==> src/video_pkg.sv <==
`default_nettype none

package video_pkg;

	typedef logic [2:0] colour_t;  // r g b, one bit each

	localparam colour_t BLACK = 3'b000;
	localparam colour_t WHITE = 3'b111;
	localparam colour_t RED   = 3'b100;

	// one entry of the pixel write stream
	typedef struct packed {
		logic       plot;
		logic [7:0] x;
		logic [7:0] y;
		colour_t    colour;
	} pixel_t;

	typedef logic [6:0] seg_t;  // active low, segment g is the msb
	typedef logic [7:0] score_t;

	localparam seg_t SEG_H = 7'b0001001;
	localparam seg_t SEG_I = 7'b1001111;

	// hex digit to segments
	localparam seg_t SEG_HEX [16] = '{
		7'b1000000, 7'b1111001, 7'b0100100, 7'b0110000,
		7'b0011001, 7'b0010010, 7'b0000010, 7'b1111000,
		7'b0000000, 7'b0011000, 7'b0001000, 7'b0000011,
		7'b1000110, 7'b0100001, 7'b0000110, 7'b0001110
	};

endpackage

`default_nettype wire
==> src/game_pkg.sv <==
`default_nettype none

package game_pkg;

	typedef logic [7:0] coord_t;

	localparam coord_t SCREEN_W   = 8'd160;
	localparam coord_t SCREEN_H   = 8'd120;
	localparam coord_t PADDLE_Y   = 8'd110;
	localparam coord_t PADDLE_LEN = 8'd16;
	localparam coord_t PADDLE_X0  = 8'd76;
	localparam coord_t BALL_X0    = 8'd80;
	localparam coord_t BALL_Y0    = 8'd108;
	localparam coord_t BALL_X_MAX = 8'd157;
	localparam coord_t BRICK_W    = 8'd8;
	localparam coord_t BRICK_H    = 8'd4;
	localparam int     NUM_BRICKS = 10;

	// three rows: red, cyan, blue
	localparam coord_t brick_x [NUM_BRICKS] = '{
		8'd34, 8'd46, 8'd58, 8'd88, 8'd100, 8'd112, 8'd124, 8'd34, 8'd46, 8'd58
	};
	localparam coord_t brick_y [NUM_BRICKS] = '{
		8'd30, 8'd30, 8'd30, 8'd38, 8'd38, 8'd38, 8'd38, 8'd45, 8'd45, 8'd45
	};
	localparam video_pkg::colour_t brick_colour [NUM_BRICKS] = '{
		3'b100, 3'b100, 3'b100, 3'b011, 3'b011, 3'b011, 3'b011, 3'b001, 3'b001, 3'b001
	};

	typedef struct packed {
		coord_t x;
		coord_t y;
	} pos_t;

	typedef struct packed {
		pos_t pos;
		logic right;  // moving +x
		logic down;   // moving +y
	} ball_t;

	typedef struct packed {
		logic left;
		logic right;
		logic restart;
	} keys_t;

	typedef enum logic [3:0] {
		CLEAR,
		IDLE,
		DRAW_BRICKS,
		ERASE_PADDLE,
		MOVE_PADDLE,
		DRAW_PADDLE,
		ERASE_BALL,
		MOVE_BALL,
		DRAW_BALL,
		CHECK_WIN,
		LOST
	} phase_e;

endpackage

`default_nettype wire

==> src/ball_motion.sv <==
`timescale 1ns/100ps
`default_nettype none

module ball_motion (
	input  wire logic             CLOCK_50,
	input  wire logic             rst_n,
	input  wire game_pkg::phase_e phase,
	input  wire logic             frame_step,
	input  wire logic             new_round,
	input  wire logic             bounce_y,
	input  wire game_pkg::pos_t   paddle,
	output game_pkg::ball_t       ball,
	output logic                  lost
);

	game_pkg::coord_t nx;
	game_pkg::coord_t ny;
	logic n_right;
	logic n_down;
	logic on_paddle;

	assign lost = ball.pos.y >= game_pkg::SCREEN_H;

	// next position and direction after one step
	always_comb begin
		nx = ball.right ? ball.pos.x + 8'd1 : ball.pos.x - 8'd1;
		ny = ball.down ? ball.pos.y + 8'd1 : ball.pos.y - 8'd1;
		n_right = ball.right;
		n_down = ball.down;
		on_paddle = ball.down && (ny == game_pkg::PADDLE_Y - 8'd1 || ny == game_pkg::PADDLE_Y)
			&& nx >= paddle.x && nx <= paddle.x + game_pkg::PADDLE_LEN - 8'd1;
		if (on_paddle) begin
			n_down = 1'b0;
			if (!paddle.x[0])
				n_right = !n_right;  // even paddle x deflects
		end
		if (nx == 8'd0)
			n_right = 1'b1;  // walls win over deflection
		else if (nx >= game_pkg::BALL_X_MAX)
			n_right = 1'b0;
		if (ny == 8'd0)
			n_down = 1'b1;
	end

	always_ff @(posedge CLOCK_50 or negedge rst_n) begin
		if (!rst_n) begin
			ball <= '{pos: '{x: game_pkg::BALL_X0, y: game_pkg::BALL_Y0}, right: 1'b1, down: 1'b0};
		end else if (new_round || phase == game_pkg::LOST) begin
			ball <= '{pos: '{x: game_pkg::BALL_X0, y: game_pkg::BALL_Y0}, right: 1'b1, down: 1'b0};
		end else if (frame_step && phase == game_pkg::MOVE_BALL) begin
			ball <= '{pos: '{x: nx, y: ny}, right: n_right, down: n_down};
		end else if (bounce_y) begin
			ball.down <= !ball.down;  // brick hit
		end
	end

endmodule

`default_nettype wire

==> src/breakout_top.sv <==
`timescale 1ns/100ps
`default_nettype none

module breakout_top #(
	parameter int FRAME_CYCLES = 833_333
) (
	input  wire logic            CLOCK_50,
	input  wire logic            rst_n,
	input  wire game_pkg::keys_t keys,
	output video_pkg::pixel_t    pixel,
	output video_pkg::seg_t      hex0,
	output video_pkg::seg_t      hex1,
	output video_pkg::seg_t      hex4,
	output video_pkg::seg_t      hex5,
	output video_pkg::seg_t      hex6,
	output video_pkg::seg_t      hex7
);

	game_pkg::phase_e phase;
	logic frame_step;
	logic new_round;
	logic paint_start;
	logic paint_done;
	game_pkg::pos_t rect_origin;
	game_pkg::coord_t rect_w;
	game_pkg::coord_t rect_h;
	video_pkg::colour_t rect_colour;
	game_pkg::pos_t paddle;
	game_pkg::ball_t ball;
	logic lost;
	logic bounce_y;
	logic [game_pkg::NUM_BRICKS-1:0] alive;
	video_pkg::score_t score;
	video_pkg::score_t hi_score;

	game_seq #(.FRAME_CYCLES(FRAME_CYCLES)) game_seq_i (
		.CLOCK_50(CLOCK_50), .rst_n(rst_n), .keys(keys), .paint_done(paint_done),
		.alive(alive), .lost(lost), .paddle(paddle), .ball(ball),
		.phase(phase), .frame_step(frame_step), .new_round(new_round),
		.paint_start(paint_start), .rect_origin(rect_origin), .rect_w(rect_w),
		.rect_h(rect_h), .rect_colour(rect_colour)
	);

	rect_painter rect_painter_i (
		.CLOCK_50(CLOCK_50), .rst_n(rst_n), .paint_start(paint_start),
		.rect_origin(rect_origin), .rect_w(rect_w), .rect_h(rect_h),
		.rect_colour(rect_colour), .pixel(pixel), .paint_done(paint_done)
	);

	paddle_motion paddle_motion_i (
		.CLOCK_50(CLOCK_50), .rst_n(rst_n), .keys(keys), .phase(phase),
		.frame_step(frame_step), .new_round(new_round), .paddle(paddle)
	);

	ball_motion ball_motion_i (
		.CLOCK_50(CLOCK_50), .rst_n(rst_n), .phase(phase), .frame_step(frame_step),
		.new_round(new_round), .bounce_y(bounce_y), .paddle(paddle),
		.ball(ball), .lost(lost)
	);

	brick_field brick_field_i (
		.CLOCK_50(CLOCK_50), .rst_n(rst_n), .phase(phase), .frame_step(frame_step),
		.new_round(new_round), .keys(keys), .ball(ball), .alive(alive),
		.bounce_y(bounce_y), .score(score), .hi_score(hi_score)
	);

	score_display score_display_i (
		.score(score), .hi_score(hi_score), .hex0(hex0), .hex1(hex1),
		.hex4(hex4), .hex5(hex5), .hex6(hex6), .hex7(hex7)
	);

endmodule

`default_nettype wire

==> src/brick_field.sv <==
`timescale 1ns/100ps
`default_nettype none

module brick_field (
	input  wire logic                      CLOCK_50,
	input  wire logic                      rst_n,
	input  wire game_pkg::phase_e          phase,
	input  wire logic                      frame_step,
	input  wire logic                      new_round,
	input  wire game_pkg::keys_t           keys,
	input  wire game_pkg::ball_t           ball,
	output logic [game_pkg::NUM_BRICKS-1:0] alive,
	output logic                           bounce_y,
	output video_pkg::score_t              score,
	output video_pkg::score_t              hi_score
);

	logic [game_pkg::NUM_BRICKS-1:0] hit;
	video_pkg::score_t hit_cnt;
	logic restart;

	assign restart = (phase == game_pkg::LOST) && keys.restart;

	// ball against every live brick box
	always_comb begin
		hit_cnt = '0;
		for (int i = 0; i < game_pkg::NUM_BRICKS; i++) begin
			hit[i] = alive[i]
				&& ball.pos.x >= game_pkg::brick_x[i]
				&& ball.pos.x <= game_pkg::brick_x[i] + game_pkg::BRICK_W - 8'd1
				&& ball.pos.y >= game_pkg::brick_y[i]
				&& ball.pos.y <= game_pkg::brick_y[i] + game_pkg::BRICK_H - 8'd1;
			hit_cnt = hit_cnt + video_pkg::score_t'(hit[i]);
		end
	end

	always_ff @(posedge CLOCK_50 or negedge rst_n) begin
		if (!rst_n) begin
			alive <= '1;
			bounce_y <= 1'b0;
			score <= '0;
			hi_score <= '0;
		end else begin
			bounce_y <= 1'b0;
			if (new_round || restart) begin
				alive <= '1;
			end else if (frame_step && phase == game_pkg::MOVE_PADDLE) begin
				alive <= alive & ~hit;
				score <= score + hit_cnt;  // one point per brick
				bounce_y <= |hit;
			end
			if (phase == game_pkg::LOST) begin
				if (score > hi_score)
					hi_score <= score;
				score <= '0;
			end
		end
	end

endmodule

`default_nettype wire

==> src/game_seq.sv <==
`timescale 1ns/100ps
`default_nettype none

module game_seq #(
	parameter int FRAME_CYCLES = 833_333
) (
	input  wire logic                            CLOCK_50,
	input  wire logic                            rst_n,
	input  wire game_pkg::keys_t                 keys,
	input  wire logic                            paint_done,
	input  wire logic [game_pkg::NUM_BRICKS-1:0] alive,
	input  wire logic                            lost,
	input  wire game_pkg::pos_t                  paddle,
	input  wire game_pkg::ball_t                 ball,
	output game_pkg::phase_e                     phase,
	output logic                                 frame_step,
	output logic                                 new_round,
	output logic                                 paint_start,
	output game_pkg::pos_t                       rect_origin,
	output game_pkg::coord_t                     rect_w,
	output game_pkg::coord_t                     rect_h,
	output video_pkg::colour_t                   rect_colour
);

	logic [$clog2(FRAME_CYCLES)-1:0] div_cnt;
	logic tick;
	logic busy;  // painter is sweeping
	logic held;  // red screen finished
	logic [$clog2(game_pkg::NUM_BRICKS)-1:0] brick_idx;
	logic paint_phase;

	always_ff @(posedge CLOCK_50 or negedge rst_n) begin
		if (!rst_n) begin
			div_cnt <= '0;
			tick <= 1'b0;
		end else if (int'(div_cnt) == FRAME_CYCLES - 1) begin
			div_cnt <= '0;
			tick <= 1'b1;
		end else begin
			div_cnt <= div_cnt + 1'b1;
			tick <= 1'b0;
		end
	end

	assign paint_phase = phase inside {game_pkg::CLEAR, game_pkg::DRAW_BRICKS,
		game_pkg::ERASE_PADDLE, game_pkg::DRAW_PADDLE, game_pkg::ERASE_BALL,
		game_pkg::DRAW_BALL, game_pkg::LOST};
	assign paint_start = paint_phase && !busy && !held;
	assign frame_step = (phase == game_pkg::MOVE_PADDLE) || (phase == game_pkg::MOVE_BALL);
	assign new_round = (phase == game_pkg::CHECK_WIN) && !lost && (alive == '0);

	always_ff @(posedge CLOCK_50 or negedge rst_n) begin
		if (!rst_n) begin
			phase <= game_pkg::CLEAR;
			busy <= 1'b0;
			held <= 1'b0;
			brick_idx <= '0;
		end else begin
			if (paint_start)
				busy <= 1'b1;
			else if (paint_done)
				busy <= 1'b0;
			case (phase)
				game_pkg::CLEAR: if (paint_done) phase <= game_pkg::IDLE;
				game_pkg::IDLE: if (tick) phase <= game_pkg::DRAW_BRICKS;  // late ticks are lost
				game_pkg::DRAW_BRICKS: begin
					if (paint_done) begin
						if (int'(brick_idx) == game_pkg::NUM_BRICKS - 1) begin
							brick_idx <= '0;
							phase <= game_pkg::ERASE_PADDLE;
						end else begin
							brick_idx <= brick_idx + 1'b1;
						end
					end
				end
				game_pkg::ERASE_PADDLE: if (paint_done) phase <= game_pkg::MOVE_PADDLE;
				game_pkg::MOVE_PADDLE: phase <= game_pkg::DRAW_PADDLE;
				game_pkg::DRAW_PADDLE: if (paint_done) phase <= game_pkg::ERASE_BALL;
				game_pkg::ERASE_BALL: if (paint_done) phase <= game_pkg::MOVE_BALL;
				game_pkg::MOVE_BALL: phase <= game_pkg::DRAW_BALL;
				game_pkg::DRAW_BALL: if (paint_done) phase <= game_pkg::CHECK_WIN;
				game_pkg::CHECK_WIN: begin
					if (lost)
						phase <= game_pkg::LOST;
					else if (alive == '0)
						phase <= game_pkg::CLEAR;  // won, fresh field
					else
						phase <= game_pkg::IDLE;
				end
				game_pkg::LOST: begin
					if (paint_done)
						held <= 1'b1;
					if (held && keys.restart) begin
						held <= 1'b0;
						phase <= game_pkg::CLEAR;
					end
				end
				default: phase <= game_pkg::CLEAR;
			endcase
		end
	end

	// rectangle for the current phase
	always_comb begin
		rect_origin = '0;
		rect_w = game_pkg::SCREEN_W;
		rect_h = game_pkg::SCREEN_H;
		rect_colour = video_pkg::BLACK;
		case (phase)
			game_pkg::LOST: rect_colour = video_pkg::RED;
			game_pkg::DRAW_BRICKS: begin
				rect_origin = '{x: game_pkg::brick_x[brick_idx], y: game_pkg::brick_y[brick_idx]};
				rect_w = game_pkg::BRICK_W;
				rect_h = game_pkg::BRICK_H;
				rect_colour = alive[brick_idx] ? game_pkg::brick_colour[brick_idx]
					: video_pkg::BLACK;
			end
			game_pkg::ERASE_PADDLE, game_pkg::DRAW_PADDLE: begin
				rect_origin = paddle;
				rect_w = game_pkg::PADDLE_LEN;
				rect_h = 8'd2;  // two rows thick
				if (phase == game_pkg::DRAW_PADDLE)
					rect_colour = video_pkg::WHITE;
			end
			game_pkg::ERASE_BALL, game_pkg::DRAW_BALL: begin
				rect_origin = ball.pos;
				rect_w = 8'd1;
				rect_h = 8'd1;
				if (phase == game_pkg::DRAW_BALL)
					rect_colour = video_pkg::WHITE;
			end
			default: rect_colour = video_pkg::BLACK;  // full screen clear
		endcase
	end

endmodule

`default_nettype wire

==> src/paddle_motion.sv <==
`timescale 1ns/100ps
`default_nettype none

module paddle_motion (
	input  wire logic             CLOCK_50,
	input  wire logic             rst_n,
	input  wire game_pkg::keys_t  keys,
	input  wire game_pkg::phase_e phase,
	input  wire logic             frame_step,
	input  wire logic             new_round,
	output game_pkg::pos_t        paddle
);

	game_pkg::coord_t px;
	logic restart;

	assign restart = (phase == game_pkg::LOST) && keys.restart;
	assign paddle = '{x: px, y: game_pkg::PADDLE_Y};  // row never changes

	always_ff @(posedge CLOCK_50 or negedge rst_n) begin
		if (!rst_n) begin
			px <= game_pkg::PADDLE_X0;
		end else if (new_round || restart) begin
			px <= game_pkg::PADDLE_X0;
		end else if (frame_step && phase == game_pkg::MOVE_PADDLE) begin
			if (keys.right && px < game_pkg::SCREEN_W - game_pkg::PADDLE_LEN)
				px <= px + 8'd1;
			else if (keys.left && px > 8'd0)
				px <= px - 8'd1;
		end
	end

endmodule

`default_nettype wire

==> src/rect_painter.sv <==
`timescale 1ns/100ps
`default_nettype none

module rect_painter (
	input  wire logic               CLOCK_50,
	input  wire logic               rst_n,
	input  wire logic               paint_start,
	input  wire game_pkg::pos_t     rect_origin,
	input  wire game_pkg::coord_t   rect_w,
	input  wire game_pkg::coord_t   rect_h,
	input  wire video_pkg::colour_t rect_colour,
	output video_pkg::pixel_t       pixel,
	output logic                    paint_done
);

	logic active;
	game_pkg::pos_t org;
	game_pkg::coord_t w;
	game_pkg::coord_t h;
	video_pkg::colour_t colour;
	game_pkg::coord_t col;
	game_pkg::coord_t row;
	logic [8:0] px;  // one spare bit to catch wrap
	logic [8:0] py;
	logic on_screen;

	assign px = {1'b0, org.x} + {1'b0, col};
	assign py = {1'b0, org.y} + {1'b0, row};
	assign on_screen = (px < {1'b0, game_pkg::SCREEN_W}) && (py < {1'b0, game_pkg::SCREEN_H});
	assign paint_done = active && (col == w - 8'd1) && (row == h - 8'd1);
	assign pixel = '{plot: active && on_screen, x: px[7:0], y: py[7:0], colour: colour};

	always_ff @(posedge CLOCK_50) begin
		if (paint_start) begin
			org <= rect_origin;
			w <= rect_w;
			h <= rect_h;
			colour <= rect_colour;
		end
	end

	always_ff @(posedge CLOCK_50 or negedge rst_n) begin
		if (!rst_n) begin
			active <= 1'b0;
			col <= '0;
			row <= '0;
		end else if (paint_start) begin
			active <= 1'b1;
			col <= '0;
			row <= '0;
		end else if (active) begin
			if (paint_done)
				active <= 1'b0;
			if (col == w - 8'd1) begin  // row major sweep
				col <= '0;
				row <= row + 8'd1;
			end else begin
				col <= col + 8'd1;
			end
		end
	end

endmodule

`default_nettype wire

==> src/score_display.sv <==
`timescale 1ns/100ps
`default_nettype none

module score_display (
	input  wire video_pkg::score_t score,
	input  wire video_pkg::score_t hi_score,
	output video_pkg::seg_t        hex0,
	output video_pkg::seg_t        hex1,
	output video_pkg::seg_t        hex4,
	output video_pkg::seg_t        hex5,
	output video_pkg::seg_t        hex6,
	output video_pkg::seg_t        hex7
);

	// current score on the right pair
	assign hex0 = video_pkg::SEG_HEX[score[3:0]];
	assign hex1 = video_pkg::SEG_HEX[score[7:4]];

	// best score next to the label
	assign hex4 = video_pkg::SEG_HEX[hi_score[3:0]];
	assign hex5 = video_pkg::SEG_HEX[hi_score[7:4]];

	assign hex6 = video_pkg::SEG_I;
	assign hex7 = video_pkg::SEG_H;  // "HI" label, fixed

endmodule

`default_nettype wire

==> config.mk <==
export PLATFORM = sky130hd
export DESIGN_NAME = breakout_top
export DESIGN_NICKNAME = d
export VERILOG_FILES = /design/src/video_pkg.sv /design/src/game_pkg.sv /design/src/ball_motion.sv /design/src/breakout_top.sv /design/src/brick_field.sv /design/src/game_seq.sv /design/src/paddle_motion.sv /design/src/rect_painter.sv /design/src/score_display.sv
export SDC_FILE = /design/constraint.sdc
export NUM_CORES = 1
export LEC_CHECK = 0
export BUFFER_PORTS_ARGS = -buffer_cell sky130_fd_sc_hd__buf_2
export CAP_MARGIN = 0
export CORE_MARGIN = 2
export CORE_UTILIZATION = 59
export CTS_BUF_LIST = sky130_fd_sc_hd__clkbuf_2
export DETAILED_ROUTE_END_ITERATION = 16
export GPL_TIMING_DRIVEN = 0
export HOLD_SLACK_MARGIN = 0.03
export PLACE_DENSITY = 0.78
export SETUP_SLACK_MARGIN = 0.2
export SLEW_MARGIN = 20
export SYNTH_ARGS = -nofsm -noshare
export SYNTH_HDL_FRONTEND = slang
export SYNTH_SLANG_ARGS = --single-unit
export TNS_END_PERCENT = 1
==> constraint.sdc <==
create_clock -name CLOCK_50 -period 7.1 [get_ports CLOCK_50]
set_input_delay 0 -clock CLOCK_50 [delete_from_list [all_inputs] [get_ports CLOCK_50]]
set_output_delay 0 -clock CLOCK_50 [all_outputs]
set_load 0.1 [all_outputs]
==> flow_metrics.tcl <==
set metrics [dict create \
    outcome "completed" \
    setup_viol 0 \
    synthArstFlopShare_pct 81.5 \
    layout_commonest_cell "nor2_1" \
    cp-end-kind "flop" \
    synthCells 1172 \
    avgSynthCellArea_sq_um 8.69 \
    clk_latency_ns 0.74 \
    crit_chain "nand2_1 > nor3_1 > a21oi_1 > nor3_1 > nand3_1 > inv_1 > ha_1 > inv_1 > fa_1 > fa_1 > fa_1 > inv_1 > ha_1 > fa_1 > a21oi_1 > nor2_1 > nor2_1 > nor2b_1 > o211ai_1 > xor2_1 > nor2_1" \
    via_count 8867 \
    ys.flop_type "dfrtp_1" \
    layout-drive-gt1-share_pct 11.4 \
    p_per_area_nw_per_um2 111 \
    clk_path_buf_depth 2 \
    antenna_found_initial 1 \
    grt_usage_pct 26.5 \
    viasPerCell 5.90 \
    clk_pin_slew_ns 0.21 \
    hpwlAfterDp_microns 17800 \
    drt_iter0_drc 884 \
    min_period_ns 5.25 \
    tns_ns 0 \
    gp_congestion 0.929 \
    max_clock_freq_ghz 0.190 \
    h-tree-depth 4 \
    layout_common_cells "nor2_1, ha_1, nand2_1" \
    core_sq_um 17100 \
    tightest_slew_ns 0.967 \
    numCtsBuffers 17 \
    overflow 0 \
    path_common_cell "fa_1" \
    first_pass_iters 6 \
    wl_per_cell_microns 15.7 \
    yosysWarnings 0 \
    cp.required_ns 7.70 \
    slowest_delay_ns 0.67 \
    slew_viol_final 0 \
    finalNetCount 1390 \
    syn_area_sq_um 10200 \
    drc_errors 0 \
    synth-edff-count 23 \
    grt_start_max_net_pins 54 \
    critPathSlowestCell "dfstp_2" \
    dieHeight_microns 135 \
    cp_top_family "adder cells" \
    hold_viol 0 \
    std_cell_rows 48 \
    path_max_fanout 8 \
    vdd_ir_drop_max_mv 0.0832 \
    syn2layout_area_growth_pct 9.38 \
    cts-resized-gates 0 \
    io_pins 67 \
    critPathLaunchType "flop" \
    fin_crit_sh_pct 74.0 \
    synth_cell_type_count 81 \
    crit_type "flop to flop" \
    design_area_sq_um 11100 \
    die_x_microns 135 \
    ys_ff_latch 124 \
    crit_buf_inv 3 \
    cts_tree "done" \
    maxCapViolations 0 \
    grt_pass1_wl_microns 39200 \
    place.port_buffers 52 \
    cts.sinks 124 \
    totalWireLength_microns 23600 \
    clock-root-buffer "clkbuf_2" \
    rsz0062_at_grt "no" \
    slew_headroom_pct 34.9 \
    fin_skew_ns 0.0342 \
    initial_core_util_pct 59.5 \
    yosysSeqAreaShare_pct 31.8 \
    grt_pass1_vias 8218 \
    design.die.area_sq_um 18300 \
    ant_nets 0 \
    p_leak_nw 4.95 \
    place_area_sq_um 10800 \
    cp_data_arrival_time_ns 5.85 \
    hold_class "primary input to flop" \
]
==> where the power goes <==
group	switching, mW	internal (mW)
sequential	0	0.724
combinational	0.0522	0.0170
clock	0.285	0.160
==> worst reg2reg max path: cells and delay by family (launching register included) <==
kind | cells | cell delay (ns)
fa+ha+maj | 6 | 2.38
simple gates | 8 | 1.28
flops | 1 | 0.67
compound gates | 3 | 0.40
buf+inv | 3 | 0.22
xor+xnor | 1 | 0.16
==> cell type report <==
| cell class | instances | area [sq um] |
|---|---|---|
| sequential | 124 | 3240 |
| fill | 1423 | 5970 |
| timing repair buffer | 61 | 392 |
| buffer | 61 | 284 |
| antenna | 1 | 2.50 |
| tap | 225 | 282 |
| multi-input combinational | 919 | 6410 |
| clock inverter | 15 | 149 |
| inverter | 80 | 300 |
| clock buffer | 17 | 85.1 |
==> registers in the layout (all words and copies together) (netlist names) <==
register	count
rect_painter_i.org	16
game_seq_i.phase	4
rect_painter_i.colour	3
brick_field_i.hi_score	8
paddle_motion_i.px	8
brick_field_i.alive	10
brick_field_i.bounce_y	1
game_seq_i.tick	1
rect_painter_i.active	1
ball_motion_i.ball	18
brick_field_i.score	8
game_seq_i.div_cnt	20
rect_painter_i.h	4
rect_painter_i.row	8
rect_painter_i.col	8
game_seq_i.brick_idx	4
game_seq_i.held	1
game_seq_i.busy	1
==> cell usage after synthesis (all sizes together) (18+ instances only) <==
library cell / n / share of area [%]
a21o: 20 / 1.5
a21oi: 63 / 3.2
clkbuf: 44 / 1.6
dfrtp: 81 / 20
dfstp: 20 / 5.2
edfxtp: 23 / 6.8
ha: 110 / 14
inv: 79 / 2.9
nand2: 96 / 3.5
nand2b: 19 / 1.2
nand3: 40 / 2.0
nand4: 21 / 1.3
nor2: 118 / 4.4
nor2b: 18 / 1.1
nor3: 25 / 1.3
o21ai: 77 / 3.8
xnor2: 39 / 3.4
xor2: 29 / 2.5
==> logic make-up (layout without fill, tap and decap cells) <==
group / Yosys count / after routing / share of synthesized area, %
AOI/OAI and AO/OA: 279 / 279 / 17.9
xor gates and xnor gates: 68 / 68 / 5.84
adders and majority gates: 121 / 121 / 15.7
buffers and inverters: 141 / 234 / 5.72
DFF: 124 / 124 / 31.8
muxes: 25 / 25 / 2.77
other: 2 / 15 / 0.0737
and+or+nand+nor: 412 / 412 / 20.2
==> stage by stage <==
stage          setup slack [ns]  total power [mW]  util, %  hold slack, ns  instances
2_1_floorplan              2.55             0.784        -          -0.296       1184
3_3_place_gp               2.05             0.798     63.0           0.239       1461
3_5_place_dp               1.95             0.801     63.2         -0.0347       1462
4_1_cts                    1.88              1.25     65.1           0.198       1502
5_1_grt                    1.54              1.28     65.1           0.257       1503
6_report                   1.85              1.24     65.1           0.252       1503
==> final timing paths <==
path	from	endpoint	slack [ns]	cells past startpoint
max	ball_motion_i.ball[5]	brick_field_i.score[6]	1.85	21
min	keys[0]	game_seq_i.phase[3]	0.25	5
max reg2reg	ball_motion_i.ball[5]	brick_field_i.score[6]	1.85	21
min reg2reg	game_seq_i.busy	game_seq_i.busy	0.50	1
max in group asynchronous	rst_n	ball_motion_i.ball[8]	6.39	4
min in group asynchronous	rst_n	brick_field_i.alive[3]	0.34	3
==> what timing repair did <==
item,in CTS,in global routing
hold buffers,8,0
buffers inserted,0,0
endpoints found under the hold margin,113,0
==> per-layer routing <==
| metal | wire (microns) | GRT usage [%] | part of all wire [%] | up-vias |
|---|---|---|---|---|
| met2 | 11300 | 43.9 | 48 | 268 |
| met1 | 10500 | 35.6 | 45 | 4192 |
| met3 | 1280 | 4.45 | 5.4 | 46 |
| li1 | - | - | - | 4361 |
| met4 | 496 | 8.80 | 2.1 | 0 |
| met5 | 0 | 0 | 0 | - |
Note: power is estimated with default switching activity, not from simulation.
